===== src/source/chess_pkg.sv =====
package chess_pkg;

   typedef logic [3:0] piece_t;       // bit 3 black, 2..0 type
   typedef logic [5:0] square_t;      // row * 8 + col
   typedef logic [255:0] board_t;     // square n at 4n+3..4n
   typedef logic [2:0] dir_t;
   typedef logic signed [2:0] offset_t;

   localparam logic [2:0] PIECE_EMPTY  = 3'd0;
   localparam logic [2:0] PIECE_PAWN   = 3'd1;
   localparam logic [2:0] PIECE_KNIGHT = 3'd2;
   localparam logic [2:0] PIECE_BISHOP = 3'd3;
   localparam logic [2:0] PIECE_ROOK   = 3'd4;
   localparam logic [2:0] PIECE_QUEEN  = 3'd5;
   localparam logic [2:0] PIECE_KING   = 3'd6;

   localparam int BLACK_BIT = 3;

   typedef struct packed {
      square_t from_sq;
      square_t to_sq;
      piece_t  piece;
      logic    capture;
   } move_t;

   // indexed [type][dir], pawn rows in white terms
   localparam offset_t ROW_OFFSETS [8][8] = '{
      '{ 0,  0,  0,  0,  0,  0,  0,  0},
      '{ 1,  2,  1,  1,  0,  0,  0,  0},  // pawn
      '{-2, -1,  1,  2,  2,  1, -1, -2},  // knight
      '{ 1,  1, -1, -1,  0,  0,  0,  0},  // bishop
      '{ 0,  0,  1, -1,  0,  0,  0,  0},  // rook
      '{-1, -1, -1,  0,  0,  1,  1,  1},  // queen
      '{-1, -1, -1,  0,  0,  1,  1,  1},  // king
      '{ 0,  0,  0,  0,  0,  0,  0,  0}
   };

   localparam offset_t COL_OFFSETS [8][8] = '{
      '{ 0,  0,  0,  0,  0,  0,  0,  0},
      '{ 0,  0, -1,  1,  0,  0,  0,  0},  // advance, double, left, right
      '{-1, -2, -2, -1,  1,  2,  2,  1},
      '{ 1, -1,  1, -1,  0,  0,  0,  0},
      '{ 1, -1,  0,  0,  0,  0,  0,  0},
      '{-1,  0,  1, -1,  1, -1,  0,  1},
      '{-1,  0,  1, -1,  1, -1,  0,  1},
      '{ 0,  0,  0,  0,  0,  0,  0,  0}
   };

   localparam logic [3:0] DIR_COUNT [8] = '{0, 4, 8, 4, 4, 8, 8, 0};

   localparam logic [7:0] SLIDES = 8'b0011_1000;  // bishop, rook, queen

endpackage


===== src/source/all_moves.sv =====
`timescale 1ns/10ps

module all_moves #(
   parameter int MAX_MOVES = 256
)
(
   input  logic                         clk,
   input  logic                         reset,
   input  logic                         board_valid,
   input  chess_pkg::board_t            board_in,
   input  logic                         white_to_move_in,
   input  logic                         clear_moves,
   input  logic [$clog2(MAX_MOVES)-1:0] move_index,
   output logic                         moves_ready,
   output logic [$clog2(MAX_MOVES)-1:0] move_count,
   output logic                         move_ready,
   output chess_pkg::move_t             move_out
);
   import chess_pkg::*;

   logic       load;
   logic       start;
   logic       clear;
   logic       next_square;
   logic       next_dir;
   logic       next_step;
   logic       wr_en;
   logic       full;
   logic       last_square;
   logic       off_board;
   logic       white_to_move;
   logic [2:0] step;
   square_t    square;
   square_t    target_square;
   dir_t       dir;
   piece_t     from_piece;
   piece_t     target_piece;
   move_t      wr_move;

   move_gen_fsm #(
      .MAX_MOVES (MAX_MOVES)
   ) i_move_gen_fsm (
      .clk           (clk),
      .reset         (reset),
      .board_valid   (board_valid),
      .clear_moves   (clear_moves),
      .square        (square),
      .from_piece    (from_piece),
      .target_piece  (target_piece),
      .target_square (target_square),
      .off_board     (off_board),
      .white_to_move (white_to_move),
      .last_square   (last_square),
      .dir           (dir),
      .step          (step),
      .full          (full),
      .load          (load),
      .start         (start),
      .next_square   (next_square),
      .next_dir      (next_dir),
      .next_step     (next_step),
      .wr_en         (wr_en),
      .wr_move       (wr_move),
      .clear         (clear),
      .moves_ready   (moves_ready)
   );

   scan_counters i_scan_counters (
      .clk         (clk),
      .reset       (reset),
      .start       (start),
      .next_square (next_square),
      .next_dir    (next_dir),
      .next_step   (next_step),
      .square      (square),
      .dir         (dir),
      .step        (step),
      .last_square (last_square)
   );

   board_store i_board_store (
      .clk              (clk),
      .reset            (reset),
      .load             (load),
      .board_in         (board_in),
      .white_to_move_in (white_to_move_in),
      .square           (square),
      .target_square    (target_square),
      .from_piece       (from_piece),
      .target_piece     (target_piece),
      .white_to_move    (white_to_move)
   );

   target_calc i_target_calc (
      .square        (square),
      .dir           (dir),
      .step          (step),
      .from_piece    (from_piece),
      .white_to_move (white_to_move),
      .target_square (target_square),
      .off_board     (off_board)
   );

   move_ram #(
      .MAX_MOVES (MAX_MOVES)
   ) i_move_ram (
      .clk        (clk),
      .reset      (reset),
      .clear      (clear),
      .wr_en      (wr_en),
      .wr_move    (wr_move),
      .move_index (move_index),
      .move_out   (move_out),
      .move_ready (move_ready),
      .move_count (move_count),
      .full       (full)
   );

endmodule


===== src/source/board_store.sv =====
`timescale 1ns/10ps

module board_store
(
   input  logic               clk,
   input  logic               reset,
   input  logic               load,
   input  chess_pkg::board_t  board_in,
   input  logic               white_to_move_in,
   input  chess_pkg::square_t square,
   input  chess_pkg::square_t target_square,
   output chess_pkg::piece_t  from_piece,
   output chess_pkg::piece_t  target_piece,
   output logic               white_to_move
);
   import chess_pkg::*;

   board_t board;

   always_ff @(posedge clk)
   begin
      if (load)
         board <= board_in;
   end

   always_ff @(posedge clk)
   begin
      if (reset)
         white_to_move <= 1'b1;
      else if (load)
         white_to_move <= white_to_move_in;
   end

   // four bits per square
   assign from_piece   = board[{square, 2'b00} +: 4];
   assign target_piece = board[{target_square, 2'b00} +: 4];

endmodule


===== src/source/move_gen_fsm.sv =====
`timescale 1ns/10ps

module move_gen_fsm #(
   parameter int MAX_MOVES = 256
)
(
   input  logic               clk,
   input  logic               reset,
   input  logic               board_valid,
   input  logic               clear_moves,
   input  chess_pkg::square_t square,
   input  chess_pkg::piece_t  from_piece,
   input  chess_pkg::piece_t  target_piece,
   input  chess_pkg::square_t target_square,
   input  logic               off_board,
   input  logic               white_to_move,
   input  logic               last_square,
   input  chess_pkg::dir_t    dir,
   input  logic [2:0]         step,
   input  logic               full,
   output logic               load,
   output logic               start,
   output logic               next_square,
   output logic               next_dir,
   output logic               next_step,
   output logic               wr_en,
   output chess_pkg::move_t   wr_move,
   output logic               clear,
   output logic               moves_ready
);
   import chess_pkg::*;

   typedef enum logic [2:0] {
      S_IDLE,
      S_LOAD,
      S_SQUARE,
      S_TRY,
      S_NEXT_DIR,
      S_DONE
   } state_t;

   state_t     state;
   state_t     state_nxt;
   logic [2:0] ptype;
   logic [2:0] row;
   logic [2:0] start_row;
   logic [2:0] last_row;
   logic       own_piece;
   logic       target_empty;
   logic       target_own;
   logic       candidate;
   logic       keep_sliding;
   logic       last_dir;
   logic       adv_ok;  // single advance square free

   if (MAX_MOVES < 256 || (MAX_MOVES & (MAX_MOVES - 1)) != 0)
   begin : g_depth_check
      $error("MAX_MOVES must be a power of two, at least 256");
   end

   assign ptype        = from_piece[2:0];
   assign row          = square[5:3];
   assign own_piece    = ptype != PIECE_EMPTY && from_piece[BLACK_BIT] == !white_to_move;
   assign start_row    = white_to_move ? 3'd1 : 3'd6;
   assign last_row     = white_to_move ? 3'd6 : 3'd1;  // next push promotes
   assign target_empty = target_piece[2:0] == PIECE_EMPTY;
   assign target_own   = !target_empty && target_piece[BLACK_BIT] == !white_to_move;
   assign last_dir     = {1'b0, dir} == DIR_COUNT[ptype] - 4'd1;
   assign keep_sliding = SLIDES[ptype] && !off_board && target_empty && step != 3'd7;

   always_comb
   begin
      if (ptype == PIECE_PAWN)
      begin
         case (dir)
            3'd0:    candidate = !off_board && target_empty;
            3'd1:    candidate = !off_board && target_empty && adv_ok && row == start_row;
            default: candidate = !off_board && !target_empty && !target_own;
         endcase
      end
      else
         candidate = !off_board && !target_own;
   end

   always_comb
   begin
      state_nxt   = state;
      load        = 1'b0;
      start       = 1'b0;
      clear       = 1'b0;
      next_square = 1'b0;
      next_dir    = 1'b0;
      next_step   = 1'b0;
      wr_en       = 1'b0;
      case (state)
         S_IDLE:
         begin
            if (board_valid)
            begin
               load      = 1'b1;
               state_nxt = S_LOAD;
            end
         end
         S_LOAD:
         begin
            start     = 1'b1;
            clear     = 1'b1;
            state_nxt = S_SQUARE;
         end
         S_SQUARE:
         begin
            if (own_piece && !(ptype == PIECE_PAWN && row == last_row))
            begin
               next_step = 1'b1;  // step 0 -> 1 on dir 0
               state_nxt = S_TRY;
            end
            else if (last_square)
               state_nxt = S_DONE;
            else
               next_square = 1'b1;
         end
         S_TRY:
         begin
            wr_en = candidate && !full;  // drop once memory is full
            if (keep_sliding)
               next_step = 1'b1;
            else
               state_nxt = S_NEXT_DIR;
         end
         S_NEXT_DIR:
         begin
            if (!last_dir)
            begin
               next_dir  = 1'b1;
               state_nxt = S_TRY;
            end
            else if (last_square)
               state_nxt = S_DONE;
            else
            begin
               next_square = 1'b1;
               state_nxt   = S_SQUARE;
            end
         end
         S_DONE:
         begin
            if (clear_moves)
               state_nxt = S_IDLE;
         end
         default:
            state_nxt = S_IDLE;
      endcase
   end

   always_ff @(posedge clk)
   begin
      if (reset)
         state <= S_IDLE;
      else
         state <= state_nxt;
   end

   // double advance looks at the result of dir 0
   always_ff @(posedge clk)
   begin
      if (reset)
         adv_ok <= 1'b0;
      else if (state == S_TRY && ptype == PIECE_PAWN && dir == 3'd0)
         adv_ok <= candidate;
   end

   assign wr_move.from_sq = square;
   assign wr_move.to_sq   = target_square;
   assign wr_move.piece   = from_piece;
   assign wr_move.capture = !target_empty;

   assign moves_ready = state == S_DONE;

endmodule


===== src/source/move_ram.sv =====
`timescale 1ns/10ps

module move_ram #(
   parameter int MAX_MOVES = 256
)
(
   input  logic                         clk,
   input  logic                         reset,
   input  logic                         clear,
   input  logic                         wr_en,
   input  chess_pkg::move_t             wr_move,
   input  logic [$clog2(MAX_MOVES)-1:0] move_index,
   output chess_pkg::move_t             move_out,
   output logic                         move_ready,
   output logic [$clog2(MAX_MOVES)-1:0] move_count,
   output logic                         full
);
   import chess_pkg::*;

   localparam int CNT_W = $clog2(MAX_MOVES);

   move_t            mem [MAX_MOVES];
   logic [CNT_W-1:0] wr_ptr;
   logic [CNT_W-1:0] index_q;

   always_ff @(posedge clk)
   begin
      if (reset || clear)
         wr_ptr <= '0;
      else if (wr_en)
         wr_ptr <= wr_ptr + 1'b1;
   end

   always_ff @(posedge clk)
   begin
      if (wr_en)
         mem[wr_ptr] <= wr_move;
      move_out <= mem[move_index];
   end

   always_ff @(posedge clk)
   begin
      if (reset)
         index_q <= '0;
      else
         index_q <= move_index;
   end

   assign move_ready = move_index == index_q;  // read caught up with the index
   assign move_count = wr_ptr;
   assign full       = wr_ptr == CNT_W'(MAX_MOVES - 1);

endmodule


===== src/source/scan_counters.sv =====
`timescale 1ns/10ps

module scan_counters
(
   input  logic               clk,
   input  logic               reset,
   input  logic               start,
   input  logic               next_square,
   input  logic               next_dir,
   input  logic               next_step,
   output chess_pkg::square_t square,
   output chess_pkg::dir_t    dir,
   output logic [2:0]         step,
   output logic               last_square
);

   always_ff @(posedge clk)
   begin
      if (reset || start)
      begin
         square <= '0;
         dir    <= '0;
         step   <= '0;
      end
      else if (next_square)
      begin
         square <= square + 6'd1;
         dir    <= '0;
         step   <= '0;
      end
      else if (next_dir)
      begin
         dir  <= dir + 3'd1;
         step <= 3'd1;  // first square of the new ray
      end
      else if (next_step)
         step <= step + 3'd1;
   end

   assign last_square = square == 6'd63;

endmodule


===== src/source/target_calc.sv =====
`timescale 1ns/10ps

module target_calc
(
   input  chess_pkg::square_t square,
   input  chess_pkg::dir_t    dir,
   input  logic [2:0]         step,
   input  chess_pkg::piece_t  from_piece,
   input  logic               white_to_move,
   output chess_pkg::square_t target_square,
   output logic               off_board
);
   import chess_pkg::*;

   logic [2:0]        ptype;
   offset_t           row_tab;
   offset_t           col_tab;
   logic signed [5:0] row_off;
   logic signed [5:0] col_off;
   logic signed [5:0] step_s;
   logic signed [5:0] t_row;
   logic signed [5:0] t_col;

   always_comb
   begin
      ptype   = from_piece[2:0];
      row_tab = ROW_OFFSETS[ptype][dir];
      col_tab = COL_OFFSETS[ptype][dir];
      row_off = {{3{row_tab[2]}}, row_tab};
      col_off = {{3{col_tab[2]}}, col_tab};

      // black pawns run down the board
      if (ptype == PIECE_PAWN && !white_to_move)
         row_off = -row_off;

      step_s = $signed({3'b000, step});
      t_row  = $signed({3'b000, square[5:3]}) + step_s * row_off;
      t_col  = $signed({3'b000, square[2:0]}) + step_s * col_off;
   end

   assign off_board = (t_row < 6'sd0) || (t_row > 6'sd7) ||
                      (t_col < 6'sd0) || (t_col > 6'sd7);

   assign target_square = {t_row[2:0], t_col[2:0]};  // don't care when off board

endmodule

===== config.mk =====
export PLATFORM = sky130hd
export DESIGN_NAME = all_moves
export DESIGN_NICKNAME = d
export VERILOG_FILES = /design/src/source/chess_pkg.sv /design/src/source/all_moves.sv /design/src/source/board_store.sv /design/src/source/move_gen_fsm.sv /design/src/source/move_ram.sv /design/src/source/scan_counters.sv /design/src/source/target_calc.sv
export SDC_FILE = /design/constraint.sdc
export NUM_CORES = 2
export LEC_CHECK = 0
export ABC_CLOCK_PERIOD_IN_PS = 21400
export BUFFER_PORTS_ARGS = -buffer_cell sky130_fd_sc_hd__buf_2
export CAP_MARGIN = 0
export CELL_PAD_IN_SITES_DETAIL_PLACEMENT = 0
export CELL_PAD_IN_SITES_GLOBAL_PLACEMENT = 1
export CORE_UTILIZATION = 30
export DETAILED_ROUTE_END_ITERATION = 8
export GPL_ROUTABILITY_DRIVEN = 0
export PLACE_DENSITY_LB_ADDON = 0.1
export RECOVER_POWER = 25
export SLEW_MARGIN = 30
export SYNTH_ARGS = -nofsm -noshare
export SYNTH_HDL_FRONTEND = slang
export SYNTH_MEMORY_MAX_BITS = 65536
export SYNTH_SLANG_ARGS = --single-unit

===== constraint.sdc =====
create_clock -name clk -period 21.4 [get_ports clk]
set_input_delay 4.28 -clock clk [delete_from_list [all_inputs] [get_ports clk]]
set_output_delay 4.28 -clock clk [all_outputs]
set_load 0.01 [all_outputs]

# == Word level (Yosys, flattened, before mapping) ==
# Memory sizes are Yosys's and may differ from the RTL's. A register that Yosys moved wholly into a read port is not among the register bits.
# Cells that the tools add are included.
# totals
inputBits,269
mem_count,5
reg_bits,289
latchBits,0
word_cells,134
rom_bits,424
out_inout_bits,27
ramBits,4352
# mem_list
memory,depth,width,read_ports,rd_clocked_by_memory_dff,wr,line,rtl
i_move_ram.mem,256,17,1,1,1,move_ram.sv:22,move_t mem [MAX_MOVES];
(name not given),8,24,1,0,0,target_calc.sv:27,row_tab = ROW_OFFSETS[ptype][dir];
(name not given),8,24,1,0,0,target_calc.sv:28,col_tab = COL_OFFSETS[ptype][dir];
(name not given),8,4,1,0,0,move_gen_fsm.sv:68,"assign last_dir = {1'b0, dir} == DIR_COUNT[ptype] - 4'd1;"
(name not given),8,1,1,0,0,move_gen_fsm.sv:69,assign keep_sliding = SLIDES[ptype] && !off_board && target_empty && step != 3'd7;
# op_classes
multipliers,2
reduce_logical,35
magnitude_cmp,7
n_shift,2
eq_ne,20
n_div,0
bitwise,2
muxes,43
add_sub_neg,8
# op_table
cell,n
variable part select 256 x 9 -> 4 bit,2
two-way mux 24 bit,4
two-way mux 3 bit,13
binary-select mux 3 bit (select 3 bit),2
one-hot mux 3 bit (6 select lines),1
logical AND 1 bit,17
two-way mux 1 bit,17
adder 4 x 6 -> 6 bit,2
"> comparator 6 x 4 -> 1 bit, second input constant",2
"less-than comparator 6 x 1 -> 1 bit, second input constant",2
"== test 3 x 1 -> 1 bit, second input constant",3
zero test 3 bit,3
"adder 8 x 1 -> 8 bit, second input constant",1
== test 8 bit,1
"== test 8 bit, second input constant",1
">= comparator 4 bit, second input constant",2
two-way mux 4 bit,2
NOT 3 -> 4 bit,2
"adder 3 x 1 -> 3 bit, second input constant",2
"adder 6 x 1 -> 6 bit, second input constant",1
"== test 3 x 2 -> 1 bit, second input constant",2
== test 3 bit,2
"== test 3 bit, second input constant",2
"== test 6 bit, second input constant",1
other kinds (19),32

# == Longest topological paths before layout ==
# depth
ltp_word,26
ltp_mapped,40
mapped_depth_nobuf,34

# == Cells and area by module ==
# A second synthesis with hierarchy kept.
# unflattened
hier_cells,8826
hier_area_um2,183661.1
# modules_own_cells
mod,area_per_inst_um2,cells_per_inst,n_inst,seq_area_each_um2
move_ram,168977.1,7903,1,131346.0
board_store,11956.5,593,1,7707.4
target_calc,1433.9,172,1,0.0
move_gen_fsm,744.5,103,1,80.1
scan_counters,549.3,55,1,240.2

# == Worst setup path before layout ==
# Ideal clock, no wire load.
# synth_timing
path_type,reg-to-reg
from,reg i_scan_counters.square[0]
to,reg i_move_gen_fsm.state[2]
path_stages_with_launch,35
n_path_buf,4
arrival_ns,19.814
period_less_slack_ns,19.937
required_time_ns,21.277
setup_time_ns,0.123
slack_ns,1.463
path_cell_list,dfxtp_1 > buf_2 > buf_6 > buf_6 > buf_4 > mux2i_1 > a22oi_1 > nand4_1 > nand4_1 > nor2_1 > inv_1 > ha_1 > inv_1 > mux4_2 > o21ai_0 > o21ai_0 > and2_1 > fa_1 > inv_1 > fa_1 > inv_1 > fa_1 > ha_1 > nand2_1 > nor3_1 > nor4_1 > or4b_2 > o31ai_1 > nor3_1 > inv_1 > or4_1 > nor4_1 > mux2_4 > a311oi_2 > mux2_1
# synth_between
elab_cells_between_ends,56
classes_between,add/sub: 4; mul: 2; order compare: 4; eq/ne: 6; shift: 2; mux: 18; bitwise: 1; reduce/logical: 15; memory: 4
# synth_rtl
item,line,rtl
start: declaration,scan_counters.sv:11,"output chess_pkg::square_t square,"
start signal: assignment,scan_counters.sv:27,square <= square + 6'd1;
variable part select 256 x 9 -> 4 bit *,board_store.sv:35,"assign from_piece = board[{square, 2'b00} +: 4];"
via from_piece[1],all_moves.sv:36,piece_t from_piece;
NOT 3 -> 4 bit (not written as such) *,target_calc.sv:28,
memory read (8 x 24 bit) *,--,
two-way mux 24 bit (not written as such) * (2 in a row),target_calc.sv:28,
binary-select mux 3 bit (select 3 bit) *,target_calc.sv:28,
two-way mux 3 bit (not written as such) * (2 in a row),target_calc.sv:28,
multiplier 4 x 3 -> 6 bit *,target_calc.sv:38,"t_col = $signed({3'b000, square[2:0]}) + step_s * col_off;"
adder 4 x 6 -> 6 bit *,target_calc.sv:38,
via i_board_store.target_square[2],board_store.sv:11,"input chess_pkg::square_t target_square,"
"parallel branches: the longest is 5 deep, another holds variable part select 256 x 9 -> 4 bit",--,
logical AND 1 bit * (2 in a row),move_gen_fsm.sv:69,
!= test 2 bit (no source line) *,--,
AND reduction 4 bit (no source line) *,--,
end signal: assignment,move_gen_fsm.sv:160,state <= state_nxt;
end: declaration,move_gen_fsm.sv:42,state_t state;
# Mark *: on every way through the listed nets, which the timed path passes. The select of a mux whose other input is x is not followed.
# A chain may end at the register's enable or synchronous reset.

# == Worst setup path in the final report ==
# layout_timing
from,reg i_scan_counters.square[0]
to,"mem i_move_ram.mem[82][8] in the netlist's numbering, enable pin"
# layout_between
elab_cells_between_ends,48
classes_between,add/sub: 3; mul: 2; order compare: 4; eq/ne: 2; shift: 2; mux: 16; bitwise: 1; reduce/logical: 16; memory: 2
# layout_rtl
item,line,rtl
variable part select 256 x 9 -> 4 bit *,board_store.sv:35,
via from_piece[0],all_moves.sv:36,
NOT 3 -> 4 bit (not written as such) *,target_calc.sv:28,
memory read (8 x 24 bit) *,--,
two-way mux 24 bit (not written as such) * (2 in a row),target_calc.sv:28,
binary-select mux 3 bit (select 3 bit) *,target_calc.sv:28,
two-way mux 3 bit (not written as such) * (2 in a row),target_calc.sv:28,
multiplier 4 x 3 -> 6 bit *,target_calc.sv:38,
adder 4 x 6 -> 6 bit *,target_calc.sv:38,
via i_board_store.target_square[2],board_store.sv:11,
"parallel branches: the longest is 8 deep, another holds variable part select 256 x 9 -> 4 bit",--,
two-way mux 1 bit *,move_gen_fsm.sv:73,if (ptype == PIECE_PAWN)
logical AND 1 bit *,move_gen_fsm.sv:124,wr_en = candidate && !full;
two-way mux 1 bit *,move_gen_fsm.sv:95,case (state)
two-way mux 1 bit *,move_ram.sv:36,if (wr_en)
two-way mux 1 bit (not written as such) *,move_ram.sv:37,mem[wr_ptr] <= wr_move;
end: declaration,move_ram.sv:22,
# Marks and branches as above.

==> results.toml <==
[run_status]
status = "complete, but fails checks"
violations = "capacitance limit, slew limit"

[detailed_routing]
antenna_left = 0
drt_iter0_drc = 7887
dr.pass1.iters = 5
wl_met1_um = 253400
wl_per_cell_um = 33.95
wl_met2_um = 277200
vias = 83350
routed_wl_um = 564000
top_layer = "met4"
viasPerCell = 5.017
drc = 0
met3_length_um = 23050

[cts]
cts_max_level = 6
clk_latency_ns = 1.07
cts_tree = "built"
cts_inserted_buffers = 531
clock_sinks = 4658
clockRootBuffer = "clkbuf_16"
cts_resized = 0
clkTransAtPathRegs_ns = 0.06
cts_setup_buffers = 0
cts_hold_buf = 0
clock_path_buffers = 4

[cells_and_area]
finalNonFillerCells = 16610
multi_input_area_um2 = 41800
syn2layout_area_growth_pct = 16.72
design_area_um2 = 211300
seq_area_um2 = 139400
final_net_count = 8493
drive_above_1_share_pct = 33.83
nFillCells = 54920

[worst_setup_path]
crit_arrival_ns = 16.96
worst_setup_path_end_kind = "flop"
ff2ff_path_depth = 32
slowest_stage = "clkbuf_1"
reg2reg_from = "i_scan_counters.square[0]"
required_ns = 22.09
path_common_cell = "buf_4"
max_stage_delay_ns = 2.87
startpoint_type = "flop"
crit_fanout = 85
worstSetupPathType = "reg -> reg"
crit_path_start = "i_scan_counters.square[0]"

[timing]
setup_tns_ns = 0
rsz0062_at_grt = "no"
finalCritPeriodShare_pct = 76.04
setup_viol = 0
fmaxAchievable_ghz = 0.06146
timing.hold.ws_ns = 0.4968
worst_pin_slew_ns = 4.847
period_needed_ns = 16.27
drv_slew = 1968
final-hold-violation-count = 0
clock_skew_ns = 0.04714
slew_headroom_pct = -223.1

[power_and_ir_drop]
p_total_mw = 22.91
power_density_nw_per_um2 = 108.4
vdd_drop_max_mv = 0.2351
power.leakage_nw = 64.19

[synthesis]
synth.top_cells.by_area = "edfxtp_1, mux4_2, nor2_1"
ys_types = 78
yosysWarnings = 0
synth-main-ff-cell = "edfxtp_1"
synth_top_area_cell = "edfxtp_1"
ys_ff_latch = 4658
syn-cell-area_um2 = 181000
ys_async_sr_fraction_pct = 0
postSynthCellCount = 7560
synth_seq_area_share_pct = 76.99
synth_area_per_cell_um2 = 23.95
synth_edf_count = 4608
synth_top_area_share_pct = 76.44

[placement]
placed_area_um2 = 194300
dpl.hpwl_um = 360900
dp_cells = 15640
numPortBuffers = 295

[global_routing]
track_usage_pct = 18.32
grt_pass1_wl_um = 770700
grt.overflow.total = 0
antenna_found_initial = 60
grt_max_degree = 156
grt_pass1_vias = 87510

[die]
boundaryPins = 296
fp-row-count = 284
die_width_um = 778.8
dieArea_um2 = 606500
coreArea_um2 = 599500
floorplan.initialDensity_pct = 30.20
dieHeight_um = 778.8

[worst_hold_path]
hold_depth = 2
hold_class = "reg -> reg"
hp-start = "i_move_gen_fsm.adv_ok"

[run]
drv_cap = 39
## registers in the layout (all words and copies together), names as in the netlist
register,count
i_scan_counters.square,6
i_move_ram.mem,4352
i_board_store.white_to_move,1
i_move_ram.index_q,8
i_move_ram.move_count,8
i_scan_counters.dir,3
i_move_ram.move_out,17
i_scan_counters.step,3
i_move_gen_fsm.adv_ok,1
i_board_store.board,256
i_move_gen_fsm.state,3
## critical path: cells and delay by family (launching register included)
kind            cells  cell delay (ns)
flops               1             2.01
fa+ha+maj           5             2.32
mux                 5             1.66
simple gates        9             3.48
buf+inv             8             5.24
compound gates      5             0.93
## layout by cell type (no fill, tap or decap), types with 10 or more instances in the layout
cell | netlist | final
nor2_2 | 0 | 13
nand4_1 | 14 | 14
clkinv_8 | 0 | 12
nand3_1 | 50 | 38
a211oi_1 | 15 | 15
mux2i_1 | 89 | 89
mux4_2 | 1499 | 1499
buf_4 | 3 | 126
clkbuf_1 | 260 | 226
a21oi_1 | 46 | 46
o21ai_0 | 17 | 17
diode_2 | 0 | 18
nor4_1 | 39 | 39
buf_2 | 22 | 210
xnor2_1 | 23 | 23
clkbuf_16 | 0 | 545
a22oi_1 | 36 | 36
clkinvlp_4 | 0 | 20
conb_1 | 1 | 17
nand3_4 | 7 | 10
nor2_1 | 312 | 58
inv_1 | 41 | 36
inv_6 | 0 | 18
nand2_1 | 53 | 52
edfxtp_1 | 4608 | 4608
ha_1 | 44 | 39
buf_12 | 0 | 14
bufinv_16 | 0 | 36
buf_6 | 17 | 12
nor2b_1 | 18 | 17
nor3_1 | 42 | 42
nor2_4 | 0 | 241
clkinv_2 | 0 | 77
clkinv_1 | 2 | 107
dfxtp_1 | 50 | 50
## stage by stage
stage	utilization (%)	setup WS, ns
2_1_floorplan	-	1.463
3_3_place_gp	32.22	7.541
3_5_place_dp	32.42	7.767
4_1_cts	35.23	7.721
5_1_grt	35.24	4.039
6_report	35.25	5.128
## layout make-up
class	count	area share, %
timing repair buffer	482	1.410
antenna	18	0.02132
sequential	4658	65.96
multi-input combinational	2456	19.78
clock buffer	661	6.675
inverter	43	0.09652
clock inverter	288	1.314
tap	8008	4.742
## final timing paths
check / to / slack (ns)
setup reg to reg: i_move_ram.mem[82][8] / 5.13
hold / removal: i_move_gen_fsm.adv_ok / 0.50
hold reg to reg: i_move_gen_fsm.adv_ok / 0.50
setup / recovery: i_move_ram.mem[82][8] / 5.13
## synthesized netlist by cell type, drive strengths merged, types with 7 or more instances
cell       n
a21o       9
nand2     54
a21oi     46
ha        44
nand3     57
a211oi    16
clkbuf   260
dfxtp     50
edfxtp  4608
nand4     14
and2      11
o21ai     18
nor3      44
or4        7
mux2i     90
inv       41
nand2b     8
buf      159
mux4    1499
nor2b     18
fa         8
xnor2     23
nor4      40
and3       8
a22oi     36
nor2     312
## cells by family after synthesis
| group | count (synthesis) | share of synthesized area (%) |
|---|---|---|
| adder cells (fa/ha/maj) | 52 | 0.3926 |
| AND/OR/NAND/NOR | 595 | 1.572 |
| other | 1 | 0.002072 |
| XOR/XNOR | 28 | 0.1355 |
| AO/OA/AOI/OAI | 171 | 0.6698 |
| buffers and inverters | 462 | 1.056 |
| flip-flops | 4658 | 76.99 |
| multiplexers | 1593 | 19.18 |
## metal layers
metal / global-route usage (%) / up-vias
li1: - / 34060
met1: 26.21 / 46610
met2: 30.47 / 2090
met3: 2.260 / 595
met4: 3.264 / 0
met5: 0 / -
## power by group
part | switching, mW | internal, mW | total [mW]
Combinational | 2.14 | 0.649 | 2.79
Clock | 3.78 | 5.14 | 8.92
Sequential | 0.121 | 11.1 | 11.2
Total | 6.05 | 16.9 | 22.9
(Power assumes the default switching activity.)
